**src/source/overlay_pkg.sv**
```systemverilog
package overlay_pkg;

   // --------------------
   // pixel and colour types
   // --------------------
   typedef logic [10:0] coord_t;      // hcount or vcount
   typedef logic [11:0] rgb_t;        // 4 bits per channel
   typedef logic [6:0]  char_code_t;  // 7-bit ascii
   typedef logic [63:0] glyph_t;      // row 0 in the top byte
   typedef logic [7:0]  glyph_row_t;  // bit 7 is the leftmost pixel

   // --------------------
   // text geometry
   // --------------------
   localparam int CHAR_W     = 8;   // cell width in pixels
   localparam int CHAR_H     = 16;  // 8x8 glyph, rows doubled
   localparam int LINE_CHARS = 15;  // label, six digits, unit, two spaces
   localparam int NUM_LINES  = 3;   // max, min, mean

   // layout reg, rom reg, mux reg
   localparam int PIPE_DEPTH = 3;

endpackage

```
**src/source/meas_pkg.sv**
```systemverilog
package meas_pkg;

   // --------------------
   // measurement values
   // --------------------
   typedef logic [11:0] sample_t;  // raw adc code
   typedef logic [13:0] mv_t;      // code * 3, up to 12285 mV

   // six bcd digits, most significant in the top nibble
   typedef logic [23:0] bcd_t;

   // --------------------
   // conversion constants
   // --------------------
   localparam int SCALE_MV   = 3;  // millivolts per adc code
   localparam int NUM_DIGITS = 6;

endpackage

```
**src/source/bin2bcd.sv**
```systemverilog
`timescale 1ns/1ns

module bin2bcd
   import meas_pkg::*;
(
   input  logic clk,
   input  logic rst,
   input  logic conv_req,
   input  mv_t  mv_in,
   output logic conv_ack,
   output bcd_t bcd_out
);

   localparam int SHIFTS = $bits(mv_t);  // one shift per input bit

   typedef enum logic [1:0] {
      IDLE,
      SHIFT,
      DONE
   } state_t;

   state_t     state;
   logic [3:0] shift_cnt;
   mv_t        bin_q;
   bcd_t       bcd_q;
   bcd_t       bcd_adj;

   // digits of five or more get three added before each shift
   always_comb begin
      bcd_adj = bcd_q;
      for (int d = 0; d < NUM_DIGITS; d++) begin
         if (bcd_q[4*d +: 4] >= 4'd5) begin
            bcd_adj[4*d +: 4] = bcd_q[4*d +: 4] + 4'd3;
         end
      end
   end

   always_ff @(posedge clk) begin
      if (rst) begin
         state     <= IDLE;
         shift_cnt <= '0;
      end else begin
         case (state)
            IDLE: begin
               shift_cnt <= '0;
               if (conv_req) begin
                  state <= SHIFT;
               end
            end
            SHIFT: begin
               shift_cnt <= shift_cnt + 4'd1;
               if (shift_cnt == 4'(SHIFTS - 1)) begin
                  state <= DONE;
               end
            end
            DONE: begin
               if (!conv_req) begin  // four-phase release
                  state <= IDLE;
               end
            end
            default: state <= IDLE;
         endcase
      end
   end

   // shift register, loaded while idle
   always_ff @(posedge clk) begin
      if (state == IDLE) begin
         bin_q <= mv_in;
         bcd_q <= '0;
      end else if (state == SHIFT) begin
         {bcd_q, bin_q} <= {bcd_adj, bin_q} << 1;
      end
   end

   assign conv_ack = (state == DONE);
   assign bcd_out  = bcd_q;  // held stable in DONE

endmodule

```
**src/source/meas_capture.sv**
```systemverilog
`timescale 1ns/1ns

module meas_capture
   import meas_pkg::*;
(
   input  logic    clk,
   input  logic    rst,
   input  logic    meas_req,
   input  sample_t max_code,
   input  sample_t min_code,
   input  sample_t mean_code,
   output logic    meas_ack,
   output bcd_t    max_bcd,
   output bcd_t    min_bcd,
   output bcd_t    mean_bcd
);

   typedef enum logic [1:0] {
      IDLE,     // wait for meas_req
      CONV,     // conv_req high, wait for conv_ack
      RELEASE,  // conv_req low, wait for conv_ack to drop
      ACK       // meas_ack high until meas_req falls
   } state_t;

   state_t     state;
   logic [1:0] sel;          // 0 max, 1 min, 2 mean
   sample_t    code_q [3];
   bcd_t       stage_q [3];
   mv_t        mv_in;
   logic       conv_req;
   logic       conv_ack;
   bcd_t       bcd_out;

   // scaled value of the code under conversion
   assign mv_in    = mv_t'(code_q[sel]) * mv_t'(SCALE_MV);
   assign conv_req = (state == CONV);
   assign meas_ack = (state == ACK);

   // single converter shared by the three values
   bin2bcd u_bin2bcd (
      .clk      (clk),
      .rst      (rst),
      .conv_req (conv_req),
      .mv_in    (mv_in),
      .conv_ack (conv_ack),
      .bcd_out  (bcd_out)
   );

   // --------------------
   // control and display registers
   // --------------------
   always_ff @(posedge clk) begin
      if (rst) begin
         state    <= IDLE;
         sel      <= '0;
         max_bcd  <= '0;
         min_bcd  <= '0;
         mean_bcd <= '0;
      end else begin
         case (state)
            IDLE: begin
               sel <= '0;
               if (meas_req) state <= CONV;
            end
            CONV: if (conv_ack) state <= RELEASE;
            RELEASE: begin
               if (!conv_ack) begin
                  if (sel == 2'd2) begin
                     // all three change together with meas_ack
                     max_bcd  <= stage_q[0];
                     min_bcd  <= stage_q[1];
                     mean_bcd <= stage_q[2];
                     state    <= ACK;
                  end else begin
                     sel   <= sel + 2'd1;
                     state <= CONV;
                  end
               end
            end
            ACK: if (!meas_req) state <= IDLE;
            default: state <= IDLE;
         endcase
      end
   end

   // codes latched on acceptance, results staged per value
   always_ff @(posedge clk) begin
      if (state == IDLE && meas_req) begin
         code_q[0] <= max_code;
         code_q[1] <= min_code;
         code_q[2] <= mean_code;
      end
      if (state == CONV && conv_ack) begin
         stage_q[sel] <= bcd_out;
      end
   end

endmodule

```
**src/source/text_layout.sv**
```systemverilog
`timescale 1ns/1ns

module text_layout
   import overlay_pkg::*;
   import meas_pkg::*;
#(
   parameter coord_t TEXT_X0 = 11'd768,
   parameter coord_t TEXT_Y0 = 11'd16
)(
   input  logic       clk,
   input  logic       rst,
   input  coord_t     hcount,
   input  coord_t     vcount,
   input  bcd_t       max_bcd,
   input  bcd_t       min_bcd,
   input  bcd_t       mean_bcd,
   output logic       text_on,
   output char_code_t char_code,
   output logic [2:0] glyph_row_sel,
   output logic [2:0] pixel_col
);

   localparam coord_t     BLOCK_W    = coord_t'(LINE_CHARS * CHAR_W);
   localparam coord_t     BLOCK_H    = coord_t'(NUM_LINES * CHAR_H);
   localparam char_code_t ASCII_ZERO = 7'h30;

   coord_t      dx;
   coord_t      dy;
   logic        in_block;
   logic [1:0]  line;
   logic [3:0]  char_idx;
   logic [39:0] label;      // five ascii characters
   bcd_t        line_bcd;
   char_code_t  char_next;

   // --------------------
   // region decode
   // --------------------
   assign dx       = hcount - TEXT_X0;
   assign dy       = vcount - TEXT_Y0;
   assign in_block = (hcount >= TEXT_X0) && (dx < BLOCK_W) &&
                     (vcount >= TEXT_Y0) && (dy < BLOCK_H);
   assign line     = dy[5:4];   // 16-pixel lines
   assign char_idx = dx[6:3];   // 8-pixel cells

   always_comb begin
      case (line)
         2'd0: begin
            label    = "Vmax=";
            line_bcd = max_bcd;
         end
         2'd1: begin
            label    = "Vmin=";
            line_bcd = min_bcd;
         end
         default: begin
            label    = "Vmea=";
            line_bcd = mean_bcd;
         end
      endcase
   end

   // character for the current cell
   always_comb begin
      if (char_idx < 4'd5) begin
         char_next = label[8*(4 - char_idx) +: 7];
      end else if (char_idx < 4'd11) begin
         char_next = ASCII_ZERO + char_code_t'(line_bcd[4*(10 - char_idx) +: 4]);
      end else if (char_idx == 4'd11) begin
         char_next = 7'h6d;  // m
      end else if (char_idx == 4'd12) begin
         char_next = 7'h56;  // V
      end else begin
         char_next = 7'h20;  // trailing spaces
      end
   end

   always_ff @(posedge clk) begin
      if (rst) begin
         text_on       <= 1'b0;
         char_code     <= '0;
         glyph_row_sel <= '0;
         pixel_col     <= '0;
      end else begin
         text_on       <= in_block;
         char_code     <= char_next;
         glyph_row_sel <= dy[3:1];  // each glyph row drawn twice
         pixel_col     <= dx[2:0];
      end
   end

endmodule

```
**src/source/font_rom.sv**
```systemverilog
`timescale 1ns/1ns

module font_rom
   import overlay_pkg::*;
(
   input  logic       clk,
   input  char_code_t char_code,
   input  logic [2:0] glyph_row_sel,
   output glyph_row_t glyph_row
);

   glyph_t glyph;

   // 8x8 bitmaps, top row first
   always_comb begin
      case (char_code)
         7'h30:   glyph = 64'h3C66_6E76_6666_3C00;  // 0
         7'h31:   glyph = 64'h1838_1818_1818_7E00;  // 1
         7'h32:   glyph = 64'h3C66_060C_3060_7E00;  // 2
         7'h33:   glyph = 64'h3C66_061C_0666_3C00;  // 3
         7'h34:   glyph = 64'h0C1C_3C6C_7E0C_0C00;  // 4
         7'h35:   glyph = 64'h7E60_7C06_0666_3C00;  // 5
         7'h36:   glyph = 64'h3C66_607C_6666_3C00;  // 6
         7'h37:   glyph = 64'h7E66_0C18_1818_1800;  // 7
         7'h38:   glyph = 64'h3C66_663C_6666_3C00;  // 8
         7'h39:   glyph = 64'h3C66_663E_0666_3C00;  // 9
         7'h3d:   glyph = 64'h0000_7E00_7E00_0000;  // =
         7'h56:   glyph = 64'h6666_6666_663C_1800;  // V
         7'h61:   glyph = 64'h0000_3C06_3E66_3E00;  // a
         7'h65:   glyph = 64'h0000_3C66_7E60_3C00;  // e
         7'h69:   glyph = 64'h1800_3818_1818_3C00;  // i
         7'h6d:   glyph = 64'h0000_667F_7F6B_6300;  // m
         7'h6e:   glyph = 64'h0000_7C66_6666_6600;  // n
         7'h78:   glyph = 64'h0000_663C_183C_6600;  // x
         default: glyph = '0;                       // blank
      endcase
   end

   // row 0 lives in bits 63:56
   always_ff @(posedge clk) begin
      glyph_row <= glyph[8*(7 - glyph_row_sel) +: 8];
   end

endmodule

```
**src/source/pixel_mux.sv**
```systemverilog
`timescale 1ns/1ns

module pixel_mux
   import overlay_pkg::*;
#(
   parameter rgb_t TEXT_RGB = 12'hAF0
)(
   input  logic       clk,
   input  logic       rst,
   input  logic       text_on,
   input  logic [2:0] pixel_col,
   input  glyph_row_t glyph_row,
   input  coord_t     hcount,
   input  coord_t     vcount,
   input  logic       hsync,
   input  logic       vsync,
   input  logic       hblnk,
   input  logic       vblnk,
   input  rgb_t       rgb_in,
   output coord_t     hcount_out,
   output coord_t     vcount_out,
   output logic       hsync_out,
   output logic       vsync_out,
   output logic       hblnk_out,
   output logic       vblnk_out,
   output rgb_t       rgb_out
);

   localparam int DLY   = PIPE_DEPTH - 1;  // stages ahead of the output reg
   localparam int VID_W = 2 * $bits(coord_t) + 4 + $bits(rgb_t);

   logic [VID_W-1:0] vid_in;
   logic [VID_W-1:0] vid_d [DLY];
   logic             text_on_d;
   logic [2:0]       pixel_col_d;
   logic             pix_bit;

   assign vid_in = {hcount, vcount, hsync, vsync, hblnk, vblnk, rgb_in};

   // --------------------
   // delay line
   // --------------------
   always_ff @(posedge clk) begin
      vid_d[0] <= vid_in;
      for (int s = 1; s < DLY; s++) begin
         vid_d[s] <= vid_d[s-1];
      end
      pixel_col_d <= pixel_col;  // joins at the last stage
   end

   // text_on arrives one cycle in, so one stage lines it up with the rom row
   always_ff @(posedge clk) begin
      if (rst) text_on_d <= 1'b0;
      else     text_on_d <= text_on;
   end

   assign pix_bit = glyph_row[3'd7 - pixel_col_d];  // msb leftmost

   always_ff @(posedge clk) begin
      if (rst) begin
         {hcount_out, vcount_out, hsync_out, vsync_out, hblnk_out, vblnk_out} <= '0;
         rgb_out <= '0;
      end else begin
         {hcount_out, vcount_out, hsync_out, vsync_out, hblnk_out, vblnk_out}
            <= vid_d[DLY-1][VID_W-1 -: VID_W - $bits(rgb_t)];
         if (text_on_d) rgb_out <= pix_bit ? TEXT_RGB : rgb_t'(0);
         else           rgb_out <= vid_d[DLY-1][$bits(rgb_t)-1:0];  // background video
      end
   end

endmodule

```
**src/source/meas_overlay.sv**
```systemverilog
`timescale 1ns/1ns

module meas_overlay
   import overlay_pkg::*;
   import meas_pkg::*;
#(
   parameter coord_t TEXT_X0  = 11'd768,
   parameter coord_t TEXT_Y0  = 11'd16,
   parameter rgb_t   TEXT_RGB = 12'hAF0   // yellow-green
)(
   input  logic    clk,
   input  logic    rst,
   input  logic    meas_req,
   input  sample_t max_code,
   input  sample_t min_code,
   input  sample_t mean_code,
   input  coord_t  hcount,
   input  coord_t  vcount,
   input  logic    hsync,
   input  logic    vsync,
   input  logic    hblnk,
   input  logic    vblnk,
   input  rgb_t    rgb_in,
   output logic    meas_ack,
   output coord_t  hcount_out,
   output coord_t  vcount_out,
   output logic    hsync_out,
   output logic    vsync_out,
   output logic    hblnk_out,
   output logic    vblnk_out,
   output rgb_t    rgb_out
);

   bcd_t       max_bcd;
   bcd_t       min_bcd;
   bcd_t       mean_bcd;
   logic       text_on;
   char_code_t char_code;
   logic [2:0] glyph_row_sel;
   logic [2:0] pixel_col;
   glyph_row_t glyph_row;

   meas_capture u_meas_capture (
      .clk, .rst, .meas_req, .max_code, .min_code, .mean_code,
      .meas_ack, .max_bcd, .min_bcd, .mean_bcd
   );

   // pixel path, three registered stages
   text_layout #(.TEXT_X0(TEXT_X0), .TEXT_Y0(TEXT_Y0)) u_text_layout (
      .clk, .rst, .hcount, .vcount, .max_bcd, .min_bcd, .mean_bcd,
      .text_on, .char_code, .glyph_row_sel, .pixel_col
   );

   font_rom u_font_rom (.clk, .char_code, .glyph_row_sel, .glyph_row);

   pixel_mux #(.TEXT_RGB(TEXT_RGB)) u_pixel_mux (
      .clk, .rst, .text_on, .pixel_col, .glyph_row,
      .hcount, .vcount, .hsync, .vsync, .hblnk, .vblnk, .rgb_in,
      .hcount_out, .vcount_out, .hsync_out, .vsync_out,
      .hblnk_out, .vblnk_out, .rgb_out
   );

endmodule

```
**config.mk**
```make
export PLATFORM = sky130hd
export DESIGN_NAME = meas_overlay
export DESIGN_NICKNAME = d
export VERILOG_FILES = /design/src/source/overlay_pkg.sv /design/src/source/meas_pkg.sv /design/src/source/bin2bcd.sv /design/src/source/meas_capture.sv /design/src/source/text_layout.sv /design/src/source/font_rom.sv /design/src/source/pixel_mux.sv /design/src/source/meas_overlay.sv
export SDC_FILE = /design/constraint.sdc
export NUM_CORES = 1
export LEC_CHECK = 0
export BUFFER_PORTS_ARGS = -buffer_cell sky130_fd_sc_hd__clkbuf_2
export CORE_MARGIN = 5
export CORE_UTILIZATION = 45
export CTS_CLUSTER_SIZE = 12
export DETAILED_ROUTE_END_ITERATION = 16
export PLACE_DENSITY = 0.72
export SLEW_MARGIN = 25
export SYNTH_ARGS = -nofsm -noshare
export SYNTH_HDL_FRONTEND = slang
export SYNTH_SLANG_ARGS = --single-unit
```
**constraint.sdc**
```tcl
create_clock -name clk -period 4.2 [get_ports clk]
set_clock_uncertainty 0.15 [all_clocks]
set_input_delay 0.21 -clock clk [delete_from_list [all_inputs] [get_ports clk]]
set_output_delay 0.21 -clock clk [all_outputs]
set_load 0.02 [all_outputs]
```
* Word level (Yosys, flattened, before mapping) *
Memory sizes are Yosys's and may differ from the RTL's. A register that Yosys moved wholly into a read port is not among the register bits.
Index checks and enable logic that the tools add are counted.

operators by class
  $add $sub $neg = 15
  bitwise operators = 1
  shifts and indexed selects = 3
  order comparisons = 13
  $mul = 1
  mux-type cells = 39
  eq/ne operators = 36
  reduce and logical (&&, ||, !) cells = 14

operator list
  operator                                                                                number
  63-bit case mux with 18 select lines                                                    1
  7-bit by 6-bit == test with 1-bit output (second input constant)                        11
  64-bit by 33-bit indexed part select with 8-bit output                                  1
  7-bit == test (second input constant)                                                   7
  24-bit case mux with 2 select lines                                                     1
  20-bit case mux with 2 select lines                                                     1
  40-bit by 33-bit indexed part select with 7-bit output                                  1
  24-bit by 33-bit indexed part select with 4-bit output                                  1
  14-bit 2-to-1 mux                                                                       2
  7-bit 2-to-1 mux                                                                        4
  4-bit by 3-bit greater-or-equal comparator with 1-bit output (second input constant)    6
  12-bit 2-to-1 mux                                                                       2
  2-bit 2-to-1 mux                                                                        12
  4-bit by 2-bit adder with 4-bit output (second input constant)                          5
  4-bit 2-to-1 mux                                                                        5
  12-bit by 2-bit multiplier with 14-bit output (second input constant)                   1
  2-bit inequality test (second input constant)                                           7
  4-bit == test (second input constant)                                                   3
  11-bit by 10-bit greater-or-equal comparator with 1-bit output (second input constant)  1
  11-bit by 5-bit greater-or-equal comparator with 1-bit output (second input constant)   1
  11-bit by 6-bit less-than comparator with 1-bit output (second input constant)          1
  11-bit by 7-bit less-than comparator with 1-bit output (second input constant)          1
  11-bit by 10-bit subtractor with 11-bit output (second input constant)                  1
  11-bit by 5-bit subtractor with 11-bit output (second input constant)                   1
  other kinds (27)                                                                        45

word-level totals
  RAM bits = 184
  memories kept = 3
  output and inout port bits = 39
  input bits = 77
  logic and storage cells = 145
  register bits after elaboration = 112

memories
  name                    words  width  rd ports  clocked after memory_dff  write ports  line                source
  u_pixel_mux.vid_d       2      38     2         0                         2            pixel_mux.sv:33     logic [VID_W-1:0] vid_d [DLY];
  u_meas_capture.stage_q  3      24     3         3                         1            meas_capture.sv:28  bcd_t stage_q [3];
  u_meas_capture.code_q   3      12     1         1                         3            meas_capture.sv:27  sample_t code_q [3];

* Longest topological paths before layout *
Gate-level depths: netlist of run 1.

  depth after elaboration = 7
  gate-level depth with buffers = 11
  gate-level depth less buffers = 10

* Modules after synthesis *
Synthesis of run 1 repeated with hierarchy kept, for this count alone.

second synthesis, totals
  cell total of the unflattened synthesis = 1384
  area, all modules = 14994.4 µm²

modules (own cells, without submodules)
  module        area an instance (µm²)  sequential area each (µm²)  cells an instance  times used
  meas_capture  6732.7                  4804.6                      556                1
  pixel_mux     2758.9                  2362.3                      174                1
  bin2bcd       2302.2                  1021.0                      216                1
  font_rom      1667.8                  140.1                       250                1
  text_layout   1532.7                  280.3                       188                1

* Least setup slack after synthesis of run 1 *
OpenSTA, ideal clock, no wires.

  path kind = reg2reg
  start point = register u_meas_capture.state[0]
  end point = memory u_meas_capture.code_q[0][0] in the netlist's numbering (enable)
  period minus slack after synthesis = 3.641 ns
  arrival = 3.017 ns
  slack = 0.559 ns
  buffers on the path = 1
  cell stages (with the launch flop) = 3
  setup time = 0.474 ns
  required time = 3.576 ns
  cell sequence = dfxtp_1 clkbuf_1 nor3_1

RTL lines
  item                      line                source
  start: declaration        meas_capture.sv:25  state_t state;
  start signal: assignment  meas_capture.sv:54  state <= IDLE;
  start signal: assignment  meas_capture.sv:63  if (meas_req) state <= CONV;
  start signal: assignment  meas_capture.sv:65  CONV: if (conv_ack) state <= RELEASE;
  end: declaration          meas_capture.sv:27

==> flow_summary.json, run 1 <==
{
  "gp_congestion": 0.922,
  "core_mm2": 0.0323,
  "crit_slowest_cell": "dfxtp_1",
  "dieHeight_um": 190,
  "irDropWorstVdd_mv": 0.268,
  "maxCapViolCount": 0,
  "num_rows": 66,
  "cts.sinks": 369,
  "grt_max_degree": 92,
  "final_util": 0.541,
  "ant_nets": 0,
  "drv_slew": 0,
  "n_fill_cell": 2686,
  "hold_viol_final": 0,
  "end_kind": "register",
  "finalNetCount": 1668,
  "status": "complete, no violations",
  "place_area_mm2": 0.0155,
  "synth_seq_cells": 369,
  "cts_tree": "done",
  "htree_levels": 2,
  "port_buffers": 115,
  "rsz0062_at_grt": "no",
  "cts_buffers": 39,
  "synth_seq_area_share": 0.589,
  "ys_async_sr_fraction": 0,
  "layout_commonest_cell": "dfxtp_1",
  "crit_chain": "o21ai_0, ha_1, fa_1, a211oi_1, o21ai_0, a41oi_1, inv_1, a21oi_1, a21oi_1",
  "syn-cell-area_mm2": 0.0146,
  "setup_tns_ns": 0,
  "post_synth_num_cell_types": 80,
  "avgSynthCellArea_um2": 10.5,
  "vias_per_cell": 5.35,
  "swShare": 0.225,
  "p_comb_frac": 0.075,
  "p_seq_frac": 0.506,
  "switchingPower_w": 0.00173,
  "firstDrtPassIters": 5,
  "cts_setup_buffers": 0,
  "start_util": 0.453,
  "max_slew_margin": 0.283,
  "synthesis.nets": 1509,
  "first_iter_violations": 816,
  "min_from": "hcount[3]",
  "grtUsageTotal": 0.182,
  "grt_pass1_wl_um": 54800,
  "syn_to_final_growth_pct": 19.4,
  "die_area_mm2": 0.0362,
  "ioPinCount": 116,
  "p_clk_frac": 0.419,
  "dp_hpwl_um": 21500,
  "min_period_over_period": 0.824,
  "dp_cells": 1879,
  "worst-endpoint-required_ns": 4.31,
  "drc_errors": 0,
  "p_int_w": 0.00595,
  "vias": 10797,
  "r2r_slack_ns": 0.74,
  "clock_path_buffers": 3,
  "gr-total-overflow": 0,
  "die_w_um": 190,
  "crit_fanout": 24,
  "clkLatencyLatePin_ns": 0.53,
  "slowest_delay_ns": 0.74,
  "final_area_mm2": 0.0175,
  "drive_above_1_share": 0.136,
  "layout_common_cells": "247 x dfxtp_1, 222 x nand2_1, 137 x a21oi_1, 122 x edfxtp_1, 114 x clkbuf_2",
  "wl_per_cell_um": 16.6,
  "cts.clk_slew.worst_paths_ns": 0.06,
  "syn-instance-count": 1393,
  "synth_edf_count": 122,
  "max_freq_mhz": 289,
  "stdcell_count": 2017,
  "p_per_area_mw_per_mm2": 440,
  "power.leakage_nw": 6.50,
  "grt_pass1_vias": 10664,
  "antennaDiodeCount": 0,
  "synth_flop_cell": "dfxtp_1",
  "cts-root-buf": "clkbuf_16",
  "yosys_warnings": 0,
  "tightest_slew_ns": 1.07,
  "start_kind": "register",
  "crit_type": "register to register",
  "final-setup-viol-count": 0,
  "hold_class": "input pin to register",
  "routed_wl_um": 33400,
  "final.min_clock_period_ns": 3.46,
  "cp.arrival_ns": 3.57,
  "antenna_found_initial": 0
}
==> cell families (layout without fill, tap and decap cells) <==
kind of cell	count (synthesis)	count (layout)	share of synthesized area
buffers and inverters	122	304	0.0361
multiplexers	22	22	0.0194
adder cells (fa/ha/maj)	39	39	0.0339
XOR/XNOR	26	26	0.0161
flip-flops	369	369	0.589
AND/OR/NAND/NOR	469	469	0.158
AO/OA/AOI/OAI	346	346	0.148
==> state kept, by name, summed over array words and instances, names as in the netlist, 2 cells and up, named ones only <==
register                            count
u_pixel_mux.vid_d                      76
u_meas_capture.stage_q                 72
u_meas_capture.code_q                  36
u_meas_capture.max_bcd                 24
u_meas_capture.mean_bcd                24
u_meas_capture.min_bcd                 24
u_meas_capture.u_bin2bcd.bcd_out       24
u_meas_capture.u_bin2bcd.bin_q         14
u_pixel_mux.rgb_out                    12
u_pixel_mux.hcount_out                 11
u_pixel_mux.vcount_out                 11
u_font_rom.glyph_row                    7
u_text_layout.char_code                 7
u_meas_capture.u_bin2bcd.shift_cnt      4
u_pixel_mux.pixel_col_d                 3
u_text_layout.glyph_row_sel             3
u_text_layout.pixel_col                 3
u_meas_capture.sel                      2
u_meas_capture.state                    2
u_meas_capture.u_bin2bcd.state          2
==> cells in the mapped netlist (12+ instances only) <==
library cell | n | share of area
a21oi_1 | 137 | 0.047
a221oi_1 | 16 | 0.0096
clkbuf_1 | 69 | 0.018
dfxtp_1 | 247 | 0.34
edfxtp_1 | 122 | 0.25
ha_1 | 38 | 0.033
inv_1 | 30 | 0.0077
mux2i_1 | 16 | 0.011
nand2_1 | 222 | 0.057
nand2b_1 | 17 | 0.0073
nand3_1 | 16 | 0.0055
nor2_1 | 59 | 0.015
nor2b_1 | 45 | 0.019
nor3_1 | 24 | 0.0082
o21ai_0 | 66 | 0.023
xnor2_1 | 12 | 0.0072
xor2_1 | 13 | 0.0078
==> per-layer routing <==
metal,GRT usage,part of all wire
met4,0.0453,0.020
met5,0,0
met1,0.236,0.43
met3,0.0260,0.052
met2,0.323,0.50
==> final timing paths <==
path | cells after the start | endpoint
min reg2reg | 0 | u_pixel_mux.vid_d[0][42]$_DFF_P_
max reg2reg | 9 | u_meas_capture.u_bin2bcd.bin_q[13]$_DFFE_PP_
max | 9 | u_meas_capture.u_bin2bcd.bin_q[13]$_DFFE_PP_
min | 2 | u_pixel_mux.vid_d[0][30]$_DFF_P_
==> critical path: cells and delay by family (launching register included) <==
kind	cells	cell delay [ns]
AO/OA/AOI/OAI	6	1.49
flip-flops	1	0.74
adder cells (fa/ha/maj)	2	0.74
buffers and inverters	1	0.07
==> layout make-up <==
class / count / area, um2 / share of cell area
clock inverter: 8 / 101 / 0.00580
tap: 442 / 553 / 0.0317
inverter: 31 / 116 / 0.00666
sequential: 369 / 8610 / 0.493
clock buffer: 56 / 1100 / 0.0630
multi-input combinational: 902 / 5500 / 0.315
timing repair buffer: 209 / 1480 / 0.0849
==> through the flow <==
stage,hold WS [ns],power (W),setup slack (ns)
3_3_place_gp,0.159,0.00446,0.935
5_1_grt,0.0837,0.00797,0.527
6_report,0.0830,0.00768,0.741
3_5_place_dp,0.162,0.00447,0.799
4_1_cts,0.0478,0.00775,0.756
2_1_floorplan,0.0877,0.00430,0.559
==> power by group through the flow <==
stage | logic, W | clock network [W] | registers, W
finish | 0.000572 | 0.00322 | 0.00388
global route | 0.000631 | 0.00344 | 0.00390
CTS | 0.000569 | 0.00329 | 0.00388
detailed placement | 0.000509 | 0 | 0.00396
global placement | 0.000503 | 0 | 0.00396
floorplan | 0.000363 | 0 | 0.00394
==> timing repair <==
item / CTS / global route
resized for setup: 0 / 0
hold buffers: 74 / 0
endpoints found under the hold margin: 82 / 0
Note: power is estimated with default switching activity, not from simulation.
==> run 2: changes to the inputs <==
==> constraint.sdc (replaced) <==
create_clock -name clk -period 3.5 [get_ports clk]
set_clock_uncertainty 0.15 [all_clocks]
set_input_delay 0.175 -clock clk [delete_from_list [all_inputs] [get_ports clk]]
set_output_delay 0.175 -clock clk [all_outputs]
set_load 0.02 [all_outputs]
==> run 2 against run 1 <==
Sequential cell count unchanged. Global-route usage about the same. Fmax is 5.7% higher. Worst hold slack got worse by 0.036 ns. Clock power grew 24%. Sequential share of layout area shrank 0.39 points. Setup slack got worse by 0.51 ns. Via count decreased by 0.81%. Non-clock buffer count up 10. First-iteration DRC count down 5.3%. Largest cell class unchanged. Die area is the same. Power up 22%.
==> flow_summary.json, run 2 (synthesis gave the netlist of run 1 again) <==
{
  "status": "complete, no violations",
  "grt_pass1_wl_um": 54500,
  "grt-busiest-layer": "met2",
  "die_area_mm2": 0.0362,
  "tightest_slew_ns": 1.00,
  "start_kind": "register",
  "min_from": "hcount[3]",
  "r2r_slack_ns": 0.23,
  "grt_pass1_vias": 10516,
  "layout_common_cells": "247 x dfxtp_1, 222 x nand2_1, 137 x a21oi_1, 122 x edfxtp_1, 114 x clkbuf_2",
  "port_buffers": 115,
  "met2_usage": 0.316,
  "first_iter_violations": 773,
  "cts.sinks": 369,
  "drive_above_1_share": 0.142,
  "gr-total-overflow": 0,
  "rsz0062_at_grt": "no",
  "final_util": 0.545,
  "start_util": 0.453,
  "min_path_cells": 2,
  "setup_tns_ns": 0,
  "stdcell_count": 2031,
  "core_mm2": 0.0323,
  "max_slew_margin": 0.330,
  "syn_to_final_growth_pct": 20.3,
  "power_w": 0.00934,
  "worst-endpoint-required_ns": 3.62,
  "drv_slew": 0,
  "vias_per_cell": 5.27,
  "top_regs": "u_pixel_mux.vid_d x76, u_meas_capture.stage_q x72, u_meas_capture.code_q x36",
  "ant_nets": 0,
  "power.leakage_nw": 6.59,
  "hold_viol_final": 0,
  "firstDrtPassIters": 5,
  "cts_buffers": 39,
  "hold_slack_ns": 0.0467,
  "gp_congestion": 0.874,
  "layout_commonest_cell": "dfxtp_1",
  "routed_wl_um": 33300,
  "dp_hpwl_um": 21800,
  "cts-hold-fix-buffers": 74,
  "clkLatencyLatePin_ns": 0.53,
  "htree_levels": 2,
  "die_w_um": 190,
  "final-setup-viol-count": 0,
  "cts_resized": 0,
  "dieHeight_um": 190,
  "wl_per_cell_um": 16.4,
  "cts.clk_slew.worst_paths_ns": 0.06,
  "grt_use_met1": 0.240,
  "crit_fanout": 5,
  "antenna_found_initial": 0,
  "clock_path_buffers": 3,
  "num_rows": 66,
  "cp.arrival_ns": 3.39,
  "antennaDiodeCount": 0,
  "grtUsageTotal": 0.182,
  "max_freq_mhz": 306,
  "worstHoldEndpoint": "u_pixel_mux.vid_d[0][30]$_DFF_P_",
  "min_period_over_period": 0.935,
  "maxCapViolCount": 0,
  "rr_worst_depth": 10,
  "finalNetCount": 1678,
  "irDropWorstVdd_mv": 0.356,
  "cts-root-buf": "clkbuf_16",
  "dp_cells": 1889,
  "reg2reg_to": "u_meas_capture.u_bin2bcd.bin_q[13]$_DFFE_PP_",
  "cts_setup_buffers": 0,
  "hold_class": "input pin to register",
  "drc_errors": 0,
  "largest-register": "u_pixel_mux.vid_d",
  "vias": 10710,
  "end_kind": "register",
  "p_per_area_mw_per_mm2": 531,
  "largest_register_ffs": 76,
  "cts_tree": "done",
  "ioPinCount": 116,
  "final.min_clock_period_ns": 3.27,
  "crit_type": "register to register",
  "grtUsageMet3": 0.0276,
  "grt_max_degree": 93
}
==> run 2: worst max path at each step <==
| stage | start | endpoint | slack, ns | cells after the start |
|---|---|---|---|---|
| CTS | register | u_meas_capture.u_bin2bcd.bin_q[13]$_DFFE_PP_ | 0.30 | 10 |
| floorplan | register | u_meas_capture.u_bin2bcd.bin_q[13]$_DFFE_PP_ | 0.28 | 11 |
| detailed placement | register | u_meas_capture.u_bin2bcd.bin_q[13]$_DFFE_PP_ | 0.32 | 10 |
| global route | register | u_meas_capture.u_bin2bcd.bin_q[11]$_DFFE_PP_ | 0.07 | 9 |
| global placement | register | u_meas_capture.u_bin2bcd.bin_q[13]$_DFFE_PP_ | 0.42 | 10 |
| finish | register | u_meas_capture.u_bin2bcd.bin_q[13]$_DFFE_PP_ | 0.23 | 10 |
==> run 2: layout make-up <==
| class | count | area [um2] |
|---|---|---|
| fillers | 2746 | 14700 |
| inverters | 31 | 116 |
| multi-input cells | 902 | 5510 |
| clock buffers | 60 | 1130 |
| repair buffers | 219 | 1560 |
| flip-flops and latches | 369 | 8610 |
| clock inverters | 8 | 130 |
| well taps | 442 | 553 |
==> run 2: worst max-delay path, stage by stage, from the launching register on <==
cell and delay [ns]:
dfxtp_1 0.49, mux2i_1 0.26, o21ai_0 0.23, ha_1 0.31, fa_1 0.43, a211oi_1 0.31, o21ai_0 0.19, a41oi_1 0.34
inv_1 0.07, a21oi_1 0.15, a21oi_1 0.08
==> run 2: per-layer routing <==
metal  vias to the layer above  share of wire  routed length (um)
li1                       5288              -                   -
met1                      5125           0.44               14600
met2                       246           0.49               16300
met3                        51          0.047                1570
met4                         0          0.024                 799
met5                         -              0                   0
==> run 2: stage by stage <==
| stage | worst slack [ns] | instance area, um2 |
|---|---|---|
| 2_1_floorplan | 0.276 | 14600 |
| 5_1_grt | 0.0651 | 17600 |
| 3_5_place_dp | 0.315 | 15600 |
| 3_3_place_gp | 0.418 | 15600 |
| 6_report | 0.227 | 17600 |
| 4_1_cts | 0.302 | 17600 |
==> run 2: where the power goes <==
group / switching [W] / internal (W)
registers: 0.0000810 / 0.00457
logic: 0.000399 / 0.000302
clock network: 0.00161 / 0.00238
total: 0.00209 / 0.00725
==> run 3: changes to the inputs <==
--- a/config.mk
+++ b/config.mk
@@ -14,4 +14,5 @@
 export SLEW_MARGIN = 25
 export SYNTH_ARGS = -nofsm -noshare
 export SYNTH_HDL_FRONTEND = slang
+export SYNTH_HIERARCHICAL = 1
 export SYNTH_SLANG_ARGS = --single-unit
==> run 3 against run 2 <==
Die area grew 2.4%. Global-route usage shrank 0.31 points. Synthesized cell count is 0.65% lower. Sequential share of layout area down 0.75 points. Sequential cell count unchanged. Power fell by 0.29%. Critical endpoint is now u_meas_capture/u_bin2bcd/bin_q[13]$_DFFE_PP_. Combinational power increased by 12%. Non-clock buffer count is 6 higher. Largest cell class unchanged.
==> flow_summary.json, run 3 <==
{
  "yosys_warnings": 6,
  "grt_pass1_wl_um": 54100,
  "crit_type": "register to register",
  "htree_levels": 2,
  "antenna_found_initial": 0,
  "min_period_over_period": 0.891,
  "final.min_clock_period_ns": 3.12,
  "switchingPower_w": 0.00209,
  "syn_to_final_growth_pct": 19.2,
  "num_rows": 66,
  "cts.sinks": 369,
  "swShare": 0.224,
  "syn-instance-count": 1384,
  "largest_register_ffs": 76,
  "hold_slack_ns": 0.0598,
  "tightest_slew_ns": 0.967,
  "power.leakage_nw": 6.62,
  "rsz0062_at_grt": "no",
  "power_w": 0.00931,
  "wl_per_cell_um": 16.7,
  "firstDrtPassIters": 5,
  "routed_wl_um": 33900,
  "largest-register": "u_pixel_mux/vid_d",
  "final-setup-viol-count": 0,
  "synth_top_cell_area_share": 0.330,
  "antennaDiodeCount": 0,
  "finalNetCount": 1679,
  "cts_tree": "done",
  "layout_commonest_cell": "dfxtp_1",
  "grt_max_degree": 73,
  "grtUsageTotal": 0.179,
  "cts_resized": 0,
  "worst-endpoint-required_ns": 3.62,
  "synthMostInstantiatedCell": "dfxtp_1",
  "ioPinCount": 116,
  "status": "complete, no violations",
  "p_comb_frac": 0.084,
  "gr-total-overflow": 0,
  "syn-cell-area_mm2": 0.0150,
  "min_from": "rst",
  "dieHeight_um": 193,
  "hold_viol_final": 0,
  "port_buffers": 115,
  "synth_area_leaders": "dfxtp_1 33%, edfxtp_1 24%, nand2_1 5.0%",
  "synth_common_cells": "247 x dfxtp_1, 199 x nand2_1, 122 x edfxtp_1",
  "top_regs": "u_pixel_mux/vid_d x76, u_meas_capture/stage_q x72, u_meas_capture/code_q x36",
  "gp_congestion": 0.936,
  "synth_edf_count": 122,
  "drc_errors": 0,
  "layout_common_cells": "247 x dfxtp_1, 199 x nand2_1, 122 x edfxtp_1, 119 x a21oi_1, 114 x clkbuf_2",
  "vias": 10980,
  "hold_class": "input pin to register",
  "synth_seq_area_share": 0.574,
  "core_mm2": 0.0327,
  "start_util": 0.459,
  "drive_above_1_share": 0.165,
  "clkLatencyLatePin_ns": 0.53,
  "end_kind": "register",
  "synth_flop_cell": "dfxtp_1",
  "setup_tns_ns": 0,
  "clock_path_buffers": 3,
  "synth_seq_cells": 369,
  "dp_hpwl_um": 21700,
  "max_slew_margin": 0.355,
  "post_synth_num_cell_types": 88,
  "ys_async_sr_fraction": 0,
  "vias_per_cell": 5.40,
  "p_int_w": 0.00722,
  "cp.arrival_ns": 3.24,
  "drv_slew": 0,
  "maxCapViolCount": 0,
  "p_clk_frac": 0.417,
  "avgSynthCellArea_um2": 10.8,
  "irDropWorstVdd_mv": 0.460,
  "die_area_mm2": 0.0371,
  "die_w_um": 193,
  "crit_fanout": 4,
  "ant_nets": 0,
  "cts.clk_slew.worst_paths_ns": 0.06,
  "p_seq_frac": 0.498,
  "first_iter_violations": 973,
  "grt_pass1_vias": 10715,
  "yosysTopAreaCell": "dfxtp_1",
  "max_freq_mhz": 321,
  "p_per_area_mw_per_mm2": 521,
  "cts-root-buf": "clkbuf_16",
  "cts_buffers": 39,
  "start_kind": "register",
  "synthesis.nets": 1500
}
[run 3: final cells by class]
type,instances,area (um2)
clock buffers,60,1130
flip-flops and latches,369,8610
clock inverters,8,76.3
fillers,2748,14800
repair buffers,225,1590
inverters,35,131
well taps,442,553
multi-input cells,893,5780
[run 3: repair_timing]
item                      4_1_cts  5_1_grt
setup buffers                   0        0
hold endpoints to repair       83        0
hold buffers                   75        0
[run 3: per-stage QoR]
stage | instance area (um2) | setup WS, ns | instances | utilization
2_1_floorplan | 15000 | 0.0153 | 1384 | -
3_3_place_gp | 15900 | 0.407 | 1889 | 0.487
3_5_place_dp | 15900 | 0.386 | 1889 | 0.487
4_1_cts | 17900 | 0.374 | 2032 | 0.547
5_1_grt | 17900 | 0.145 | 2032 | 0.547
6_report | 17900 | 0.383 | 2032 | 0.547
[run 3: per-layer routing]
metal / part of all wire / wire (um) / track usage
met5: 0 / 0 / 0
met4: 0.024 / 814 / 0.0565
met3: 0.055 / 1880 / 0.0326
met2: 0.49 / 16700 / 0.312
met1: 0.43 / 14600 / 0.227
[run 3: power groups by stage]
stage / Combinational [W] / Sequential (W) / Clock (W)
after floorplan: 0.000493 / 0.00473 / 0
after global placement: 0.000699 / 0.00473 / 0
after detailed placement: 0.000703 / 0.00473 / 0
after CTS: 0.000775 / 0.00464 / 0.00398
after global routing: 0.000853 / 0.00466 / 0.00416
final: 0.000783 / 0.00464 / 0.00389
[run 3: logic make-up (layout without fill, tap and decap cells)]
group / after synthesis / count (layout) / share of synthesized area
AND/OR/NAND/NOR: 451 / 451 / 0.151
adder cells (fa/ha/maj): 39 / 39 / 0.0330
flip-flops: 369 / 369 / 0.574
AO/OA/AOI/OAI: 341 / 341 / 0.156
multiplexers: 39 / 39 / 0.0315
buffers and inverters: 122 / 328 / 0.0411
other: 1 / 1 / 0.000250
XOR/XNOR: 22 / 22 / 0.0134
[run 3: worst paths after layout]
| check | cells past startpoint | slack [ns] | endpoint |
|---|---|---|---|
| max | 11 | 0.38 | u_meas_capture/u_bin2bcd/bin_q[13]$_DFFE_PP_ |
| min | 2 | 0.06 | u_meas_capture/u_bin2bcd/state[1]$_SDFFE_PP0P_ |
| max reg2reg | 11 | 0.38 | u_meas_capture/u_bin2bcd/bin_q[13]$_DFFE_PP_ |
| min reg2reg | 0 | 0.17 | u_pixel_mux/vid_d[0][56]$_DFF_P_ |
[run 3: critical path: stages, from the launching register on]
cell     delay, ns
dfxtp_1       0.43
mux2i_1       0.20
o21ai_0       0.17
ha_1          0.26
fa_1          0.41
a21o_1        0.21
nand4_1       0.09
nand2_1       0.08
a31oi_1       0.26
o21ai_1       0.15
a21o_1        0.20
mux2_2        0.25
